==> src/verilog/fetch_pkg.sv <==
package fetch_pkg;

    localparam int addr_width = 32;
    localparam int inst_width = 32;

    typedef logic [addr_width-1:0] addr_t;
    typedef logic [inst_width-1:0] inst_t;

    // major opcodes seen by predecode
    typedef enum logic [6:0] {
        op_other  = 7'b0000000,
        op_jal    = 7'b1101111,
        op_jalr   = 7'b1100111,
        op_branch = 7'b1100011
    } opcode_e;

    // fs_wait means one read is outstanding
    typedef enum logic [0:0] {
        fs_idle = 1'b0,
        fs_wait = 1'b1
    } fetch_state_e;

    // memory fault class, passed through to decode untouched
    typedef enum logic [1:0] {
        fault_none     = 2'b00,
        fault_access   = 2'b01,
        fault_misalign = 2'b10
    } fault_e;

    // addi x0, x0, 0
    localparam inst_t inst_nop = 32'h00000013;

endpackage

==> src/verilog/fetch_ctrl.sv <==
`timescale 1ns/1ps

module fetch_ctrl #(
    parameter fetch_pkg::addr_t reset_addr = '0
) (
    input  logic             clk,
    input  logic             rst_n,

    output logic             mem_req_valid,
    output fetch_pkg::addr_t mem_req_addr,
    input  logic             mem_req_ready,

    input  logic             mem_resp_valid,
    input  fetch_pkg::inst_t mem_resp_data,
    input  logic             mem_resp_error,

    input  logic             redirect_valid,
    input  fetch_pkg::addr_t redirect_addr,

    output logic             q_push,
    output fetch_pkg::addr_t q_addr,
    output logic             q_kill,
    input  logic             q_space,

    output fetch_pkg::inst_t fetch_word,
    output fetch_pkg::addr_t fetch_pc,
    input  logic             is_jal,
    input  logic             is_branch,
    input  fetch_pkg::addr_t jal_target,
    input  fetch_pkg::addr_t br_target,

    output fetch_pkg::addr_t lookup_pc,
    input  logic             pred_taken
);

    import fetch_pkg::*;

    fetch_state_e state;
    addr_t        req_pc;
    addr_t        next_pc;
    logic         drop;

    logic         resp_in;
    logic         can_issue;
    logic         req_fire;
    addr_t        seq_pc;
    addr_t        word_next;

    assign resp_in   = (state == fs_wait) && mem_resp_valid;
    // one outstanding read; a returning response frees the slot this cycle
    assign can_issue = (state == fs_idle) || resp_in;

    // kill frees the whole queue, so a redirect need not wait for space
    assign mem_req_valid = can_issue && (redirect_valid || q_space);
    assign req_fire      = mem_req_valid && mem_req_ready;

    assign q_push = resp_in && !drop && !redirect_valid;
    assign q_addr = req_pc;
    assign q_kill = redirect_valid;

    // error words become nops so predecode never sees a jump
    assign fetch_word = mem_resp_error ? inst_nop : mem_resp_data;
    assign fetch_pc   = req_pc;
    assign lookup_pc  = is_branch ? req_pc : '0;

    assign seq_pc = req_pc + 32'd4;

    always_comb begin
        if (is_jal) begin
            word_next = jal_target;
        end else if (is_branch && pred_taken) begin
            word_next = br_target;
        end else begin
            word_next = seq_pc;
        end
    end

    always_comb begin
        if (redirect_valid) begin
            mem_req_addr = redirect_addr;
        end else if (q_push) begin
            mem_req_addr = word_next;
        end else begin
            mem_req_addr = next_pc;
        end
    end

    always_ff @(posedge clk or negedge rst_n) begin
        if (!rst_n) begin
            state   <= fs_idle;
            req_pc  <= reset_addr;
            next_pc <= reset_addr;
            drop    <= 1'b0;
        end else begin
            if (req_fire) begin
                state  <= fs_wait;
                req_pc <= mem_req_addr;
            end else if (resp_in) begin
                state <= fs_idle;
            end

            // keeps the chosen address until a request takes it
            next_pc <= mem_req_addr;

            if (resp_in) begin
                drop <= 1'b0;
            end else if (redirect_valid && state == fs_wait) begin
                // stale read still in flight
                drop <= 1'b1;
            end
        end
    end

    a_single_outstanding: assert property (
        @(posedge clk) disable iff (!rst_n)
        req_fire |=> (mem_resp_valid || !req_fire)
    );

    a_no_push_in_flush: assert property (
        @(posedge clk) disable iff (!rst_n)
        (redirect_valid && state == fs_wait && !mem_resp_valid) |=> !q_push
    );

endmodule

==> src/verilog/inst_predecode.sv <==
`timescale 1ns/1ps

module inst_predecode (
    input  fetch_pkg::inst_t word,
    input  fetch_pkg::addr_t pc,
    input  logic             word_valid,
    output logic             is_jal,
    output logic             is_branch,
    output fetch_pkg::addr_t jal_target,
    output fetch_pkg::addr_t br_target
);

    import fetch_pkg::*;

    opcode_e     opcode;
    logic [2:0]  funct3;
    logic [20:0] imm_j;
    logic [12:0] imm_b;
    addr_t       imm_j_sext;
    addr_t       imm_b_sext;
    logic        br_funct_ok;

    always_comb begin
        case (word[6:0])
            op_jal:    opcode = op_jal;
            op_jalr:   opcode = op_jalr;
            op_branch: opcode = op_branch;
            default:   opcode = op_other;
        endcase
    end

    assign funct3 = word[14:12];

    // funct3 010 and 011 are unused in the branch space
    assign br_funct_ok = (funct3 != 3'b010) && (funct3 != 3'b011);

    // J-type immediate
    assign imm_j = {word[31], word[19:12], word[20], word[30:21], 1'b0};

    // B-type immediate
    assign imm_b = {word[31], word[7], word[30:25], word[11:8], 1'b0};

    assign imm_j_sext = {{11{imm_j[20]}}, imm_j};
    assign imm_b_sext = {{19{imm_b[12]}}, imm_b};

    assign jal_target = pc + imm_j_sext;
    assign br_target  = pc + imm_b_sext;

    // jalr target needs a register, so it just falls through
    assign is_jal    = word_valid && (opcode == op_jal);
    assign is_branch = word_valid && (opcode == op_branch) && br_funct_ok;

endmodule

==> src/verilog/bimodal_predictor.sv <==
`timescale 1ns/1ps

module bimodal_predictor #(
    parameter int bht_index_bits = 6
) (
    input  logic             clk,
    input  logic             rst_n,
    input  fetch_pkg::addr_t lookup_pc,
    input  logic             br_valid,
    input  fetch_pkg::addr_t br_pc,
    input  logic             br_taken,
    output logic             pred_taken
);

    localparam int table_size = 2 ** bht_index_bits;

    logic [1:0]                ctr [table_size];
    logic [bht_index_bits-1:0] rd_idx;
    logic [bht_index_bits-1:0] wr_idx;
    logic [1:0]                cur_ctr;
    logic [1:0]                new_ctr;

    // word aligned, so bits 1:0 carry no information
    assign rd_idx = lookup_pc[bht_index_bits+1:2];
    assign wr_idx = br_pc[bht_index_bits+1:2];

    assign pred_taken = ctr[rd_idx][1];

    assign cur_ctr = ctr[wr_idx];

    // saturating update
    always_comb begin
        new_ctr = cur_ctr;
        if (br_taken) begin
            if (cur_ctr != 2'b11) begin
                new_ctr = cur_ctr + 2'b01;
            end
        end else begin
            if (cur_ctr != 2'b00) begin
                new_ctr = cur_ctr - 2'b01;
            end
        end
    end

    always_ff @(posedge clk or negedge rst_n) begin
        if (!rst_n) begin
            // weakly not-taken
            for (int i = 0; i < table_size; i++) begin
                ctr[i] <= 2'b01;
            end
        end else if (br_valid) begin
            ctr[wr_idx] <= new_ctr;
        end
    end

endmodule

==> src/verilog/fetch_queue.sv <==
`timescale 1ns/1ps

module fetch_queue #(
    parameter int queue_depth = 4
) (
    input  logic               clk,
    input  logic               rst_n,
    input  logic               kill,

    input  logic               push,
    input  fetch_pkg::addr_t   push_addr,
    input  fetch_pkg::inst_t   push_inst,
    input  logic               push_error,
    input  fetch_pkg::fault_e  push_fault,
    input  logic               reserve,
    output logic               space,

    output logic               pop_valid,
    input  logic               pop_ready,
    output fetch_pkg::addr_t   pop_addr,
    output fetch_pkg::inst_t   pop_inst,
    output logic               pop_error,
    output fetch_pkg::fault_e  pop_fault
);

    import fetch_pkg::*;

    localparam int ptr_bits = $clog2(queue_depth);
    localparam int cnt_bits = ptr_bits + 1;

    addr_t  addr_mem  [queue_depth];
    inst_t  inst_mem  [queue_depth];
    logic   error_mem [queue_depth];
    fault_e fault_mem [queue_depth];

    logic [ptr_bits-1:0] wr_ptr;
    logic [ptr_bits-1:0] rd_ptr;
    logic [cnt_bits-1:0] count;
    logic                rsv;
    logic                pop_fire;

    assign pop_valid = (count != '0);
    assign pop_fire  = pop_valid && pop_ready;

    // a push turns the reserved slot into an entry, so the sum is unchanged
    assign space = (int'(count) + int'(rsv)) < queue_depth;

    assign pop_addr  = addr_mem[rd_ptr];
    assign pop_inst  = inst_mem[rd_ptr];
    assign pop_error = error_mem[rd_ptr];
    assign pop_fault = fault_mem[rd_ptr];

    always_ff @(posedge clk) begin
        if (push && !kill) begin
            addr_mem[wr_ptr]  <= push_addr;
            inst_mem[wr_ptr]  <= push_error ? inst_nop : push_inst;
            error_mem[wr_ptr] <= push_error;
            fault_mem[wr_ptr] <= push_fault;
        end
    end

    always_ff @(posedge clk or negedge rst_n) begin
        if (!rst_n) begin
            wr_ptr <= '0;
            rd_ptr <= '0;
            count  <= '0;
            rsv    <= 1'b0;
        end else if (kill) begin
            wr_ptr <= '0;
            rd_ptr <= '0;
            count  <= '0;
            // redirect request may be issued in the kill cycle
            rsv    <= reserve;
        end else begin
            if (push) begin
                wr_ptr <= wr_ptr + 1'b1;
            end
            if (pop_fire) begin
                rd_ptr <= rd_ptr + 1'b1;
            end
            count <= count + cnt_bits'(push) - cnt_bits'(pop_fire);
            if (reserve) begin
                rsv <= 1'b1;
            end else if (push) begin
                rsv <= 1'b0;
            end
        end
    end

    a_no_push_full: assert property (
        @(posedge clk) disable iff (!rst_n)
        push |-> int'(count) < queue_depth
    );

endmodule

==> src/verilog/inst_fetch_top.sv <==
`timescale 1ns/1ps

module inst_fetch_top #(
    parameter fetch_pkg::addr_t reset_addr     = '0,
    parameter int               queue_depth    = 4,
    parameter int               bht_index_bits = 6
) (
    input  logic              clk,
    input  logic              rst_n,

    output logic              mem_req_valid,
    output fetch_pkg::addr_t  mem_req_addr,
    input  logic              mem_req_ready,

    input  logic              mem_resp_valid,
    input  fetch_pkg::inst_t  mem_resp_data,
    input  logic              mem_resp_error,
    input  fetch_pkg::fault_e mem_resp_fault,

    input  logic              redirect_valid,
    input  fetch_pkg::addr_t  redirect_addr,

    input  logic              br_valid,
    input  fetch_pkg::addr_t  br_pc,
    input  logic              br_taken,

    output logic              dec_valid,
    output fetch_pkg::addr_t  dec_addr,
    output fetch_pkg::inst_t  dec_inst,
    output logic              dec_error,
    output fetch_pkg::fault_e dec_fault,
    input  logic              dec_ready
);

    import fetch_pkg::*;

    logic  q_push;
    addr_t q_addr;
    logic  q_kill;
    logic  q_space;
    logic  q_reserve;
    inst_t fetch_word;
    addr_t fetch_pc;
    logic  is_jal;
    logic  is_branch;
    addr_t jal_target;
    addr_t br_target;
    addr_t lookup_pc;
    logic  pred_taken;

    // slot is reserved when the memory takes the request
    assign q_reserve = mem_req_valid && mem_req_ready;

    fetch_ctrl #(
        .reset_addr(reset_addr)
    ) u_ctrl (
        .clk(clk),
        .rst_n(rst_n),
        .mem_req_valid(mem_req_valid),
        .mem_req_addr(mem_req_addr),
        .mem_req_ready(mem_req_ready),
        .mem_resp_valid(mem_resp_valid),
        .mem_resp_data(mem_resp_data),
        .mem_resp_error(mem_resp_error),
        .redirect_valid(redirect_valid),
        .redirect_addr(redirect_addr),
        .q_push(q_push),
        .q_addr(q_addr),
        .q_kill(q_kill),
        .q_space(q_space),
        .fetch_word(fetch_word),
        .fetch_pc(fetch_pc),
        .is_jal(is_jal),
        .is_branch(is_branch),
        .jal_target(jal_target),
        .br_target(br_target),
        .lookup_pc(lookup_pc),
        .pred_taken(pred_taken)
    );

    inst_predecode u_predecode (
        .word(fetch_word),
        .pc(fetch_pc),
        .word_valid(q_push),
        .is_jal(is_jal),
        .is_branch(is_branch),
        .jal_target(jal_target),
        .br_target(br_target)
    );

    bimodal_predictor #(
        .bht_index_bits(bht_index_bits)
    ) u_bht (
        .clk(clk),
        .rst_n(rst_n),
        .lookup_pc(lookup_pc),
        .br_valid(br_valid),
        .br_pc(br_pc),
        .br_taken(br_taken),
        .pred_taken(pred_taken)
    );

    fetch_queue #(
        .queue_depth(queue_depth)
    ) u_queue (
        .clk(clk),
        .rst_n(rst_n),
        .kill(q_kill),
        .push(q_push),
        .push_addr(q_addr),
        .push_inst(mem_resp_data),
        .push_error(mem_resp_error),
        .push_fault(mem_resp_fault),
        .reserve(q_reserve),
        .space(q_space),
        .pop_valid(dec_valid),
        .pop_ready(dec_ready),
        .pop_addr(dec_addr),
        .pop_inst(dec_inst),
        .pop_error(dec_error),
        .pop_fault(dec_fault)
    );

endmodule

==> config.mk <==
export PLATFORM = sky130hd
export DESIGN_NAME = inst_fetch_top
export DESIGN_NICKNAME = d
export VERILOG_FILES = /design/src/verilog/fetch_pkg.sv /design/src/verilog/fetch_ctrl.sv /design/src/verilog/inst_predecode.sv /design/src/verilog/bimodal_predictor.sv /design/src/verilog/fetch_queue.sv /design/src/verilog/inst_fetch_top.sv
export SDC_FILE = /design/constraint.sdc
export NUM_CORES = 1
export LEC_CHECK = 0
export BUFFER_PORTS_ARGS = -buffer_cell sky130_fd_sc_hd__buf_2
export CAP_MARGIN = 30
export CORE_ASPECT_RATIO = 0.8
export CORE_MARGIN = 2
export CORE_UTILIZATION = 55
export CTS_CLUSTER_DIAMETER = 200
export DETAILED_ROUTE_END_ITERATION = 7
export GPL_TIMING_DRIVEN = 0
export PLACE_DENSITY_LB_ADDON = 0.2
export SYNTH_ARGS = -nofsm -noshare
export SYNTH_HDL_FRONTEND = slang
export SYNTH_SLANG_ARGS = --single-unit
==> constraint.sdc <==
create_clock -name clk -period 4.15 [get_ports clk]
set_input_delay 0.415 -clock clk [delete_from_list [all_inputs] [get_ports clk]]
set_output_delay 0.415 -clock clk [all_outputs]
set_load 0.01 [all_outputs]
Yosys cells after proc, flatten, opt, wreduce, memory -nomap -nowiden
Memories as Yosys holds them, arrays and structs flattened. Index checks and enable logic that the tools add are counted.

Div/mod/pow operators: 0. Reductions and logical operators: 25. Multiplexer cells: 33. Multiply operators: 0. $lt $le $gt $ge: 4. Equality and inequality tests: 8. $add $sub $neg: 10. Bitwise operators: 3. Shift-type cells: 0.

Operators with widths (count): 32-bit two-way mux (5); 128-bit bitwise mux (1); 32-bit adder (2); 7-bit equality test (second input constant) (5); 32-bit by 3-bit adder with 32-bit output (second input constant) (1); 32-bit by 4-bit < comparator with 1-bit output (second input constant) (1); 2-bit binary-select mux with 6-bit select (2); 2-bit two-way mux (12); 7-bit one-hot mux with 3 select lines (1); 7-bit >= comparator (second input constant) (2); 1-bit logical AND (14); 6-bit NOT with 7-bit output (2); 2-bit demux with 6-bit select (1); 2-bit nonzero test (5); 1-bit two-way mux (9); 8-bit two-way mux (1); 7-bit by 1-bit < comparator with 1-bit output (second input constant) (1); 2-bit by 1-bit adder with 2-bit output (second input constant) (3); 3-bit by 2-bit != test with 1-bit output (second input constant) (2); 3-bit nonzero test (2); 3-bit by 1-bit adder with 4-bit output (1); 3-bit by 1-bit adder with 3-bit output (1); 3-bit two-way mux (1); 3-bit by 1-bit subtractor with 3-bit output (1); 5 further kinds (7).

Bits in latches: 0. ROM bits: 0. Output and inout port bits: 101. Memories: 4. Input bits: 107. RAM bits: 268. Register bits: 202. Logic and storage cells: 159.

Memory list: u_queue.addr_mem (words 4, width 32, rd ports 1, clocked after Yosys merged registers in 0, wr ports 1, line fetch_queue.sv:31) `addr_t addr_mem [queue_depth];`; u_queue.inst_mem (words 4, width 32, rd ports 1, clocked after Yosys merged registers in 0, wr ports 1, line fetch_queue.sv:32) `inst_t inst_mem [queue_depth];`; u_queue.fault_mem (words 4, width 2, rd ports 1, clocked after Yosys merged registers in 0, wr ports 1, line fetch_queue.sv:34) `fault_e fault_mem [queue_depth];`; u_queue.error_mem (words 4, width 1, rd ports 1, clocked after Yosys merged registers in 0, wr ports 1, line fetch_queue.sv:33) `logic error_mem [queue_depth];`.

Logic depth before layout (Yosys ltp)
Depth in word-level cells: 16. Depth in mapped cells: 15. Gate-level depth less buffers: 14.

Hierarchy
A second synthesis with hierarchy kept.

Cells, all modules: 2083. Area, all modules: 25156.6 sq um.

By module, submodules not included: fetch_queue (instances 1, cells each 436, seq. area each 8247.9 sq um, area an instance 10476.3 sq um); bimodal_predictor (instances 1, cells each 659, seq. area each 3283.1 sq um, area an instance 6950.4 sq um); fetch_ctrl (instances 1, cells each 608, seq. area each 1651.6 sq um, area an instance 5066.1 sq um); inst_predecode (instances 1, cells each 379, seq. area each 0.0 sq um, area an instance 2657.5 sq um); inst_fetch_top (instances 1, cells each 1, seq. area each 0.0 sq um, area an instance 6.3 sq um).

Worst setup path before layout
Ideal clock, no wire load.

Path kind: flip-flop to output port. Start point: register u_ctrl.req_pc[2], in the netlist u_ctrl.fetch_pc[2]. End point: output mem_req_addr[31]. Stages on the path, launching flop included: 16. Required time: 3.735 ns. Arrival: 3.868 ns. Path buffers: 3. Setup slack: -0.133 ns. Path through: dfrtp_1 clkbuf_1 buf_1 clkbuf_1 inv_1 fa_1 nor2b_1 o21ai_0 a21oi_1 o2111ai_1 a211oi_1 nor3_1 o21ai_0 xnor2_1 o221a_2 o21ai_0.

Longest elaborated chain between the ends: 10. Elaborated cells on any way between the ends: 13. Classes of those cells: add/sub: 3; mux: 8; bitwise: 1; reduce/logical: 1.

RTL lines: start: declaration (line fetch_ctrl.sv:39) `addr_t req_pc;`; start signal: assignment (line fetch_ctrl.sv:91) `req_pc <= reset_addr;`; start signal: assignment (line fetch_ctrl.sv:97) `req_pc <= mem_req_addr;`; 8-bit two-way mux (line fetch_ctrl.sv:64) `assign lookup_pc = is_branch ? req_pc : '0;`; 6-bit NOT with 7-bit output (not written as such) (line bimodal_predictor.sv:27) `assign pred_taken = ctr[rd_idx][1];`; 2-bit binary-select mux with 6-bit select (line bimodal_predictor.sv:27); 2-bit two-way mux (not written as such) (2 in a row) (line bimodal_predictor.sv:27); 1-bit logical AND (line fetch_ctrl.sv:71) `end else if (is_branch && pred_taken) begin`; 32-bit two-way mux (line fetch_ctrl.sv:71); 32-bit two-way mux * (line fetch_ctrl.sv:69) `if (is_jal) begin`; 32-bit two-way mux * (line fetch_ctrl.sv:81) `end else if (q_push) begin`; 32-bit two-way mux * (line fetch_ctrl.sv:79) `if (redirect_valid) begin`; end: declaration (line inst_fetch_top.sv:12) `output fetch_pkg::addr_t mem_req_addr,`.

Mark *: on every way between the ends. The rest lies on a longest branch, timed or not. The select of a mux whose other input is x is not followed.

Final worst setup path
Start point: register u_ctrl.drop. End point: output mem_req_addr[8].

Longest elaborated chain between the ends: 15. Elaborated cells on any way between the ends: 16. Classes of those cells: mux: 8; bitwise: 1; reduce/logical: 7.

RTL lines: start: declaration (line fetch_ctrl.sv:41) `logic drop;`; start signal: assignment (line fetch_ctrl.sv:93) `drop <= 1'b0;`; start signal: assignment (line fetch_ctrl.sv:106) `drop <= 1'b0;`; start signal: assignment (line fetch_ctrl.sv:109) `drop <= 1'b1;`; 1-bit logical NOT * (line fetch_ctrl.sv:57) `assign q_push = resp_in && !drop && !redirect_valid;`; 1-bit logical AND * (2 in a row) (line fetch_ctrl.sv:57); 1-bit logical AND (2 in a row) (line inst_predecode.sv:51) `assign is_branch = word_valid && (opcode == op_branch) && br_funct_ok;`; 8-bit two-way mux (line fetch_ctrl.sv:64); 6-bit NOT with 7-bit output (not written as such) (line bimodal_predictor.sv:27); 2-bit binary-select mux with 6-bit select (line bimodal_predictor.sv:27); 2-bit two-way mux (not written as such) (2 in a row) (line bimodal_predictor.sv:27); 1-bit logical AND (line fetch_ctrl.sv:71); 32-bit two-way mux (line fetch_ctrl.sv:71); 32-bit two-way mux (line fetch_ctrl.sv:69); 32-bit two-way mux * (line fetch_ctrl.sv:81); 32-bit two-way mux * (line fetch_ctrl.sv:79).

Marked as above.

==> metrics.cfg <==
[layout]
diodes=0
finalNonFillerCells=2802
fin_nets=2366
fillers=3141
syn_to_final_growth_pct=21.2
drive_gt1_share_pct=37.5

[critical_path]
reg2reg_setup_slack_ns=0.25
timing.rr.end=u_ctrl.fetch_pc[9]$_DFFE_PN0P_
r2r_start=u_ctrl.drop$_DFFE_PN0P_
cp_max_fo=7
cp.required_ns=3.73
path_class=reg2out
critPathCaptureType=output port
r2r_cells=17
crit_path_start_kind=flop
worstPathArrival_ns=4.22

[hold_path]
min_delay_path_depth=1
hold_start=mem_resp_fault[0]
min_path_type=in2reg
hold-path-endpoint=u_queue.fault_mem[3][0]$_DFFE_PP_

[power]
p_leak_nw=11.3
cellPowerDensity_nw_per_um2=542
peakVddDrop_v=0.000570

[floorplanning]
ios=208
core_um2=43100
die_x_um=238
start_util_pct=55.8
die_area_um2=45400
num_rows=68
die_y_um=191

[routing]
drt_iter0_drc=2310
dr.pass1.iters=6
drc=0
via_count=18253
met3_length_um=9070
wl_met2_um=32700
routed_wl_um=77600
ant_nets=0
vias_per_cell=6.51
wire_per_inst_um=27.7
top_layer_used=met5
drt-met1-wl_um=33700

[sta]
layout_min_cycle_time_ns=4.64
whs_ns=0.0402
clock_skew_ns=0.0210
fin_ws_ns=-0.487
tightest_slew_ns=1.07
drv_slew=0
max_freq_mhz=216
finalCritPeriodShare_pct=112
hold_viol=0
finalSetupViolations=31
slew_headroom_pct=28.2
rsz0062_at_grt=true

[placed_design]
post-place-ws_ns=-1.67
io_buffers=181
hpwl_um=52800
gp_congestion=0.993
place_inst=2638

[global_route]
overflow=0
grt_pass1_wl_um=114000
grt.total_usage_pct=34.2
antenna_found_initial=2
grt_max_degree=127
grt_pass1_vias=17919

[yosys]
synth_area_per_cell_um2=12.7
synth_top_area_share_pct=33.4
synthCells=1888
synthFlopType=edfxtp_1
synth-seq-area-share_pct=54.8
ys_async_sr_fraction_pct=43.0
synthTopCellsByCount=edfxtp_1, mux2_2, dfrtp_1
synth_nets=2049
synth_most_common_cell=edfxtp_1
yosysWarningCount=0
syn_area_um2=24100
synth.area.top_cells=edfxtp_1, dfrtp_1, mux4_2
synth_edf_count=268
ys_types=83
synth_top_area_cell=edfxtp_1
ys_ff_latch=470

[clock_network]
cts_sinks=470
htree_num_levels=2
cts_tree=yes
cts_buffers=46
clock_path_buffers=3
clk_latency_ns=0.60
cts-root-buf=clkbuf_16
clk_pin_slew_ns=0.06

[status]
violations=setup timing
status=finished with violations

[job]
maxCapViolations=0

-- worst max-delay path, stage by stage (launching register included) --
cell and delay, ns:
dfrtp_1 0.37, nand4bb_1 0.20, buf_6 0.17, nor4_4 0.16, and2_4 0.20, buf_8 0.13
mux2_4 0.32, a2111oi_4 0.39, nor4bb_4 0.11, o32ai_4 0.34, buf_6 0.23, mux2i_1 0.31
a221oi_2 0.15, o31ai_2 0.23, buf_4 0.18, buf_6 0.10
-- placed cells by master (no fill, tap or decap), drive strengths merged, types with 20 or more instances in the layout --
cell type	netlist	final
edfxtp	268	268
o21ai	83	83
buf	23	295
a31oi	20	20
nand3	37	37
and3	26	26
mux4	80	80
a21o	33	33
ha	51	51
nand2	136	136
nor2	130	130
xor2	32	32
mux2	159	159
xnor2	49	49
inv	31	32
a21oi	111	111
mux2i	47	47
clkbuf	86	148
dfstp	64	64
nor2b	40	41
dfrtp	138	138
-- flip-flops by register name, indices dropped and copies added, names as in the netlist --
signal and cells:
u_ctrl.next_pc 32, u_queue.wr_ptr 2, u_queue.addr_mem 128, u_queue.fault_mem 8, u_ctrl.state 1, u_bht.ctr 128
u_queue.count 3, u_queue.inst_mem 128, u_queue.error_mem 4, u_queue.rsv 1, u_ctrl.drop 1, u_queue.rd_ptr 2
u_ctrl.fetch_pc 32
-- power by group --
part	total, mW	internal, mW	leakage, nW	switching, mW
logic	5.39	2.29	5.73	3.10
registers	6.11	5.55	4.86	0.561
clock network	4.30	2.47	0.752	1.83
-- kinds of logic (layout without fill, tap and decap cells) --
group           after synthesis  count (layout)  synth area share (%)
mux                         286             286                  16.9
fa+ha+maj                    56              56                  2.99
compound gates              379             379                  10.4
flops                       470             470                  54.8
buf+inv                     140             493                  2.27
simple gates                476             477                  9.70
xor+xnor                     81              81                  2.95
-- per-layer routing --
metal / track usage [%] / vias to the layer above
met4: 10.9 / 2
met3: 8.94 / 147
met2: 48.4 / 1099
met5: 1.30 / -
met1: 51.6 / 9179
li1: - / 7826
-- timing repair --
item	4_1_cts	5_1_grt
hold endpoints to repair	37	0
endpoints found under the setup margin	213	151
cloned	1	0
pin swaps	66	12
gates resized for setup	208	58
buffers inserted	68	18
hold buffers	1	0
-- area by class of cell --
type	count	area [µm²]	area share [%]
repair buffers	277	1950	6.70
clock buffers	67	1320	4.53
well taps	560	701	2.40
multi-input cells	1279	11200	38.2
plain buffers	100	513	1.76
clock inverters	18	208	0.712
inverters	31	120	0.412
flip-flops and latches	470	13200	45.3
-- per-stage QoR --
step           utilization [%]  cell area [µm²]  power (mW)  setup TNS, ns
6_report                  67.6            29200        15.8         -10.38
3_5_place_dp              60.1            25900        10.7        -181.11
5_1_grt                   67.6            29200        16.4         -14.28
4_1_cts                   66.8            28800        15.5          -7.51
2_1_floorplan                -            24100        9.01              0
3_3_place_gp              59.5            25700        10.6        -572.03
-- how the worst max path moves through the flow --
stage	startpoint	endpoint	depth (start not counted)
CTS	u_ctrl.drop$_DFFE_PN0P_	mem_req_addr[22]	15
finish	u_ctrl.drop$_DFFE_PN0P_	mem_req_addr[8]	15
detailed placement	u_ctrl.fetch_pc[2]$_DFFE_PN0P_	mem_req_addr[25]	16
global route	u_ctrl.drop$_DFFE_PN0P_	mem_req_addr[10]	15
floorplan	u_ctrl.fetch_pc[2]$_DFFE_PN0P_	mem_req_addr[25]	15
global placement	u_ctrl.fetch_pc[2]$_DFFE_PN0P_	mem_req_addr[25]	16
(Power assumes the default switching activity.)
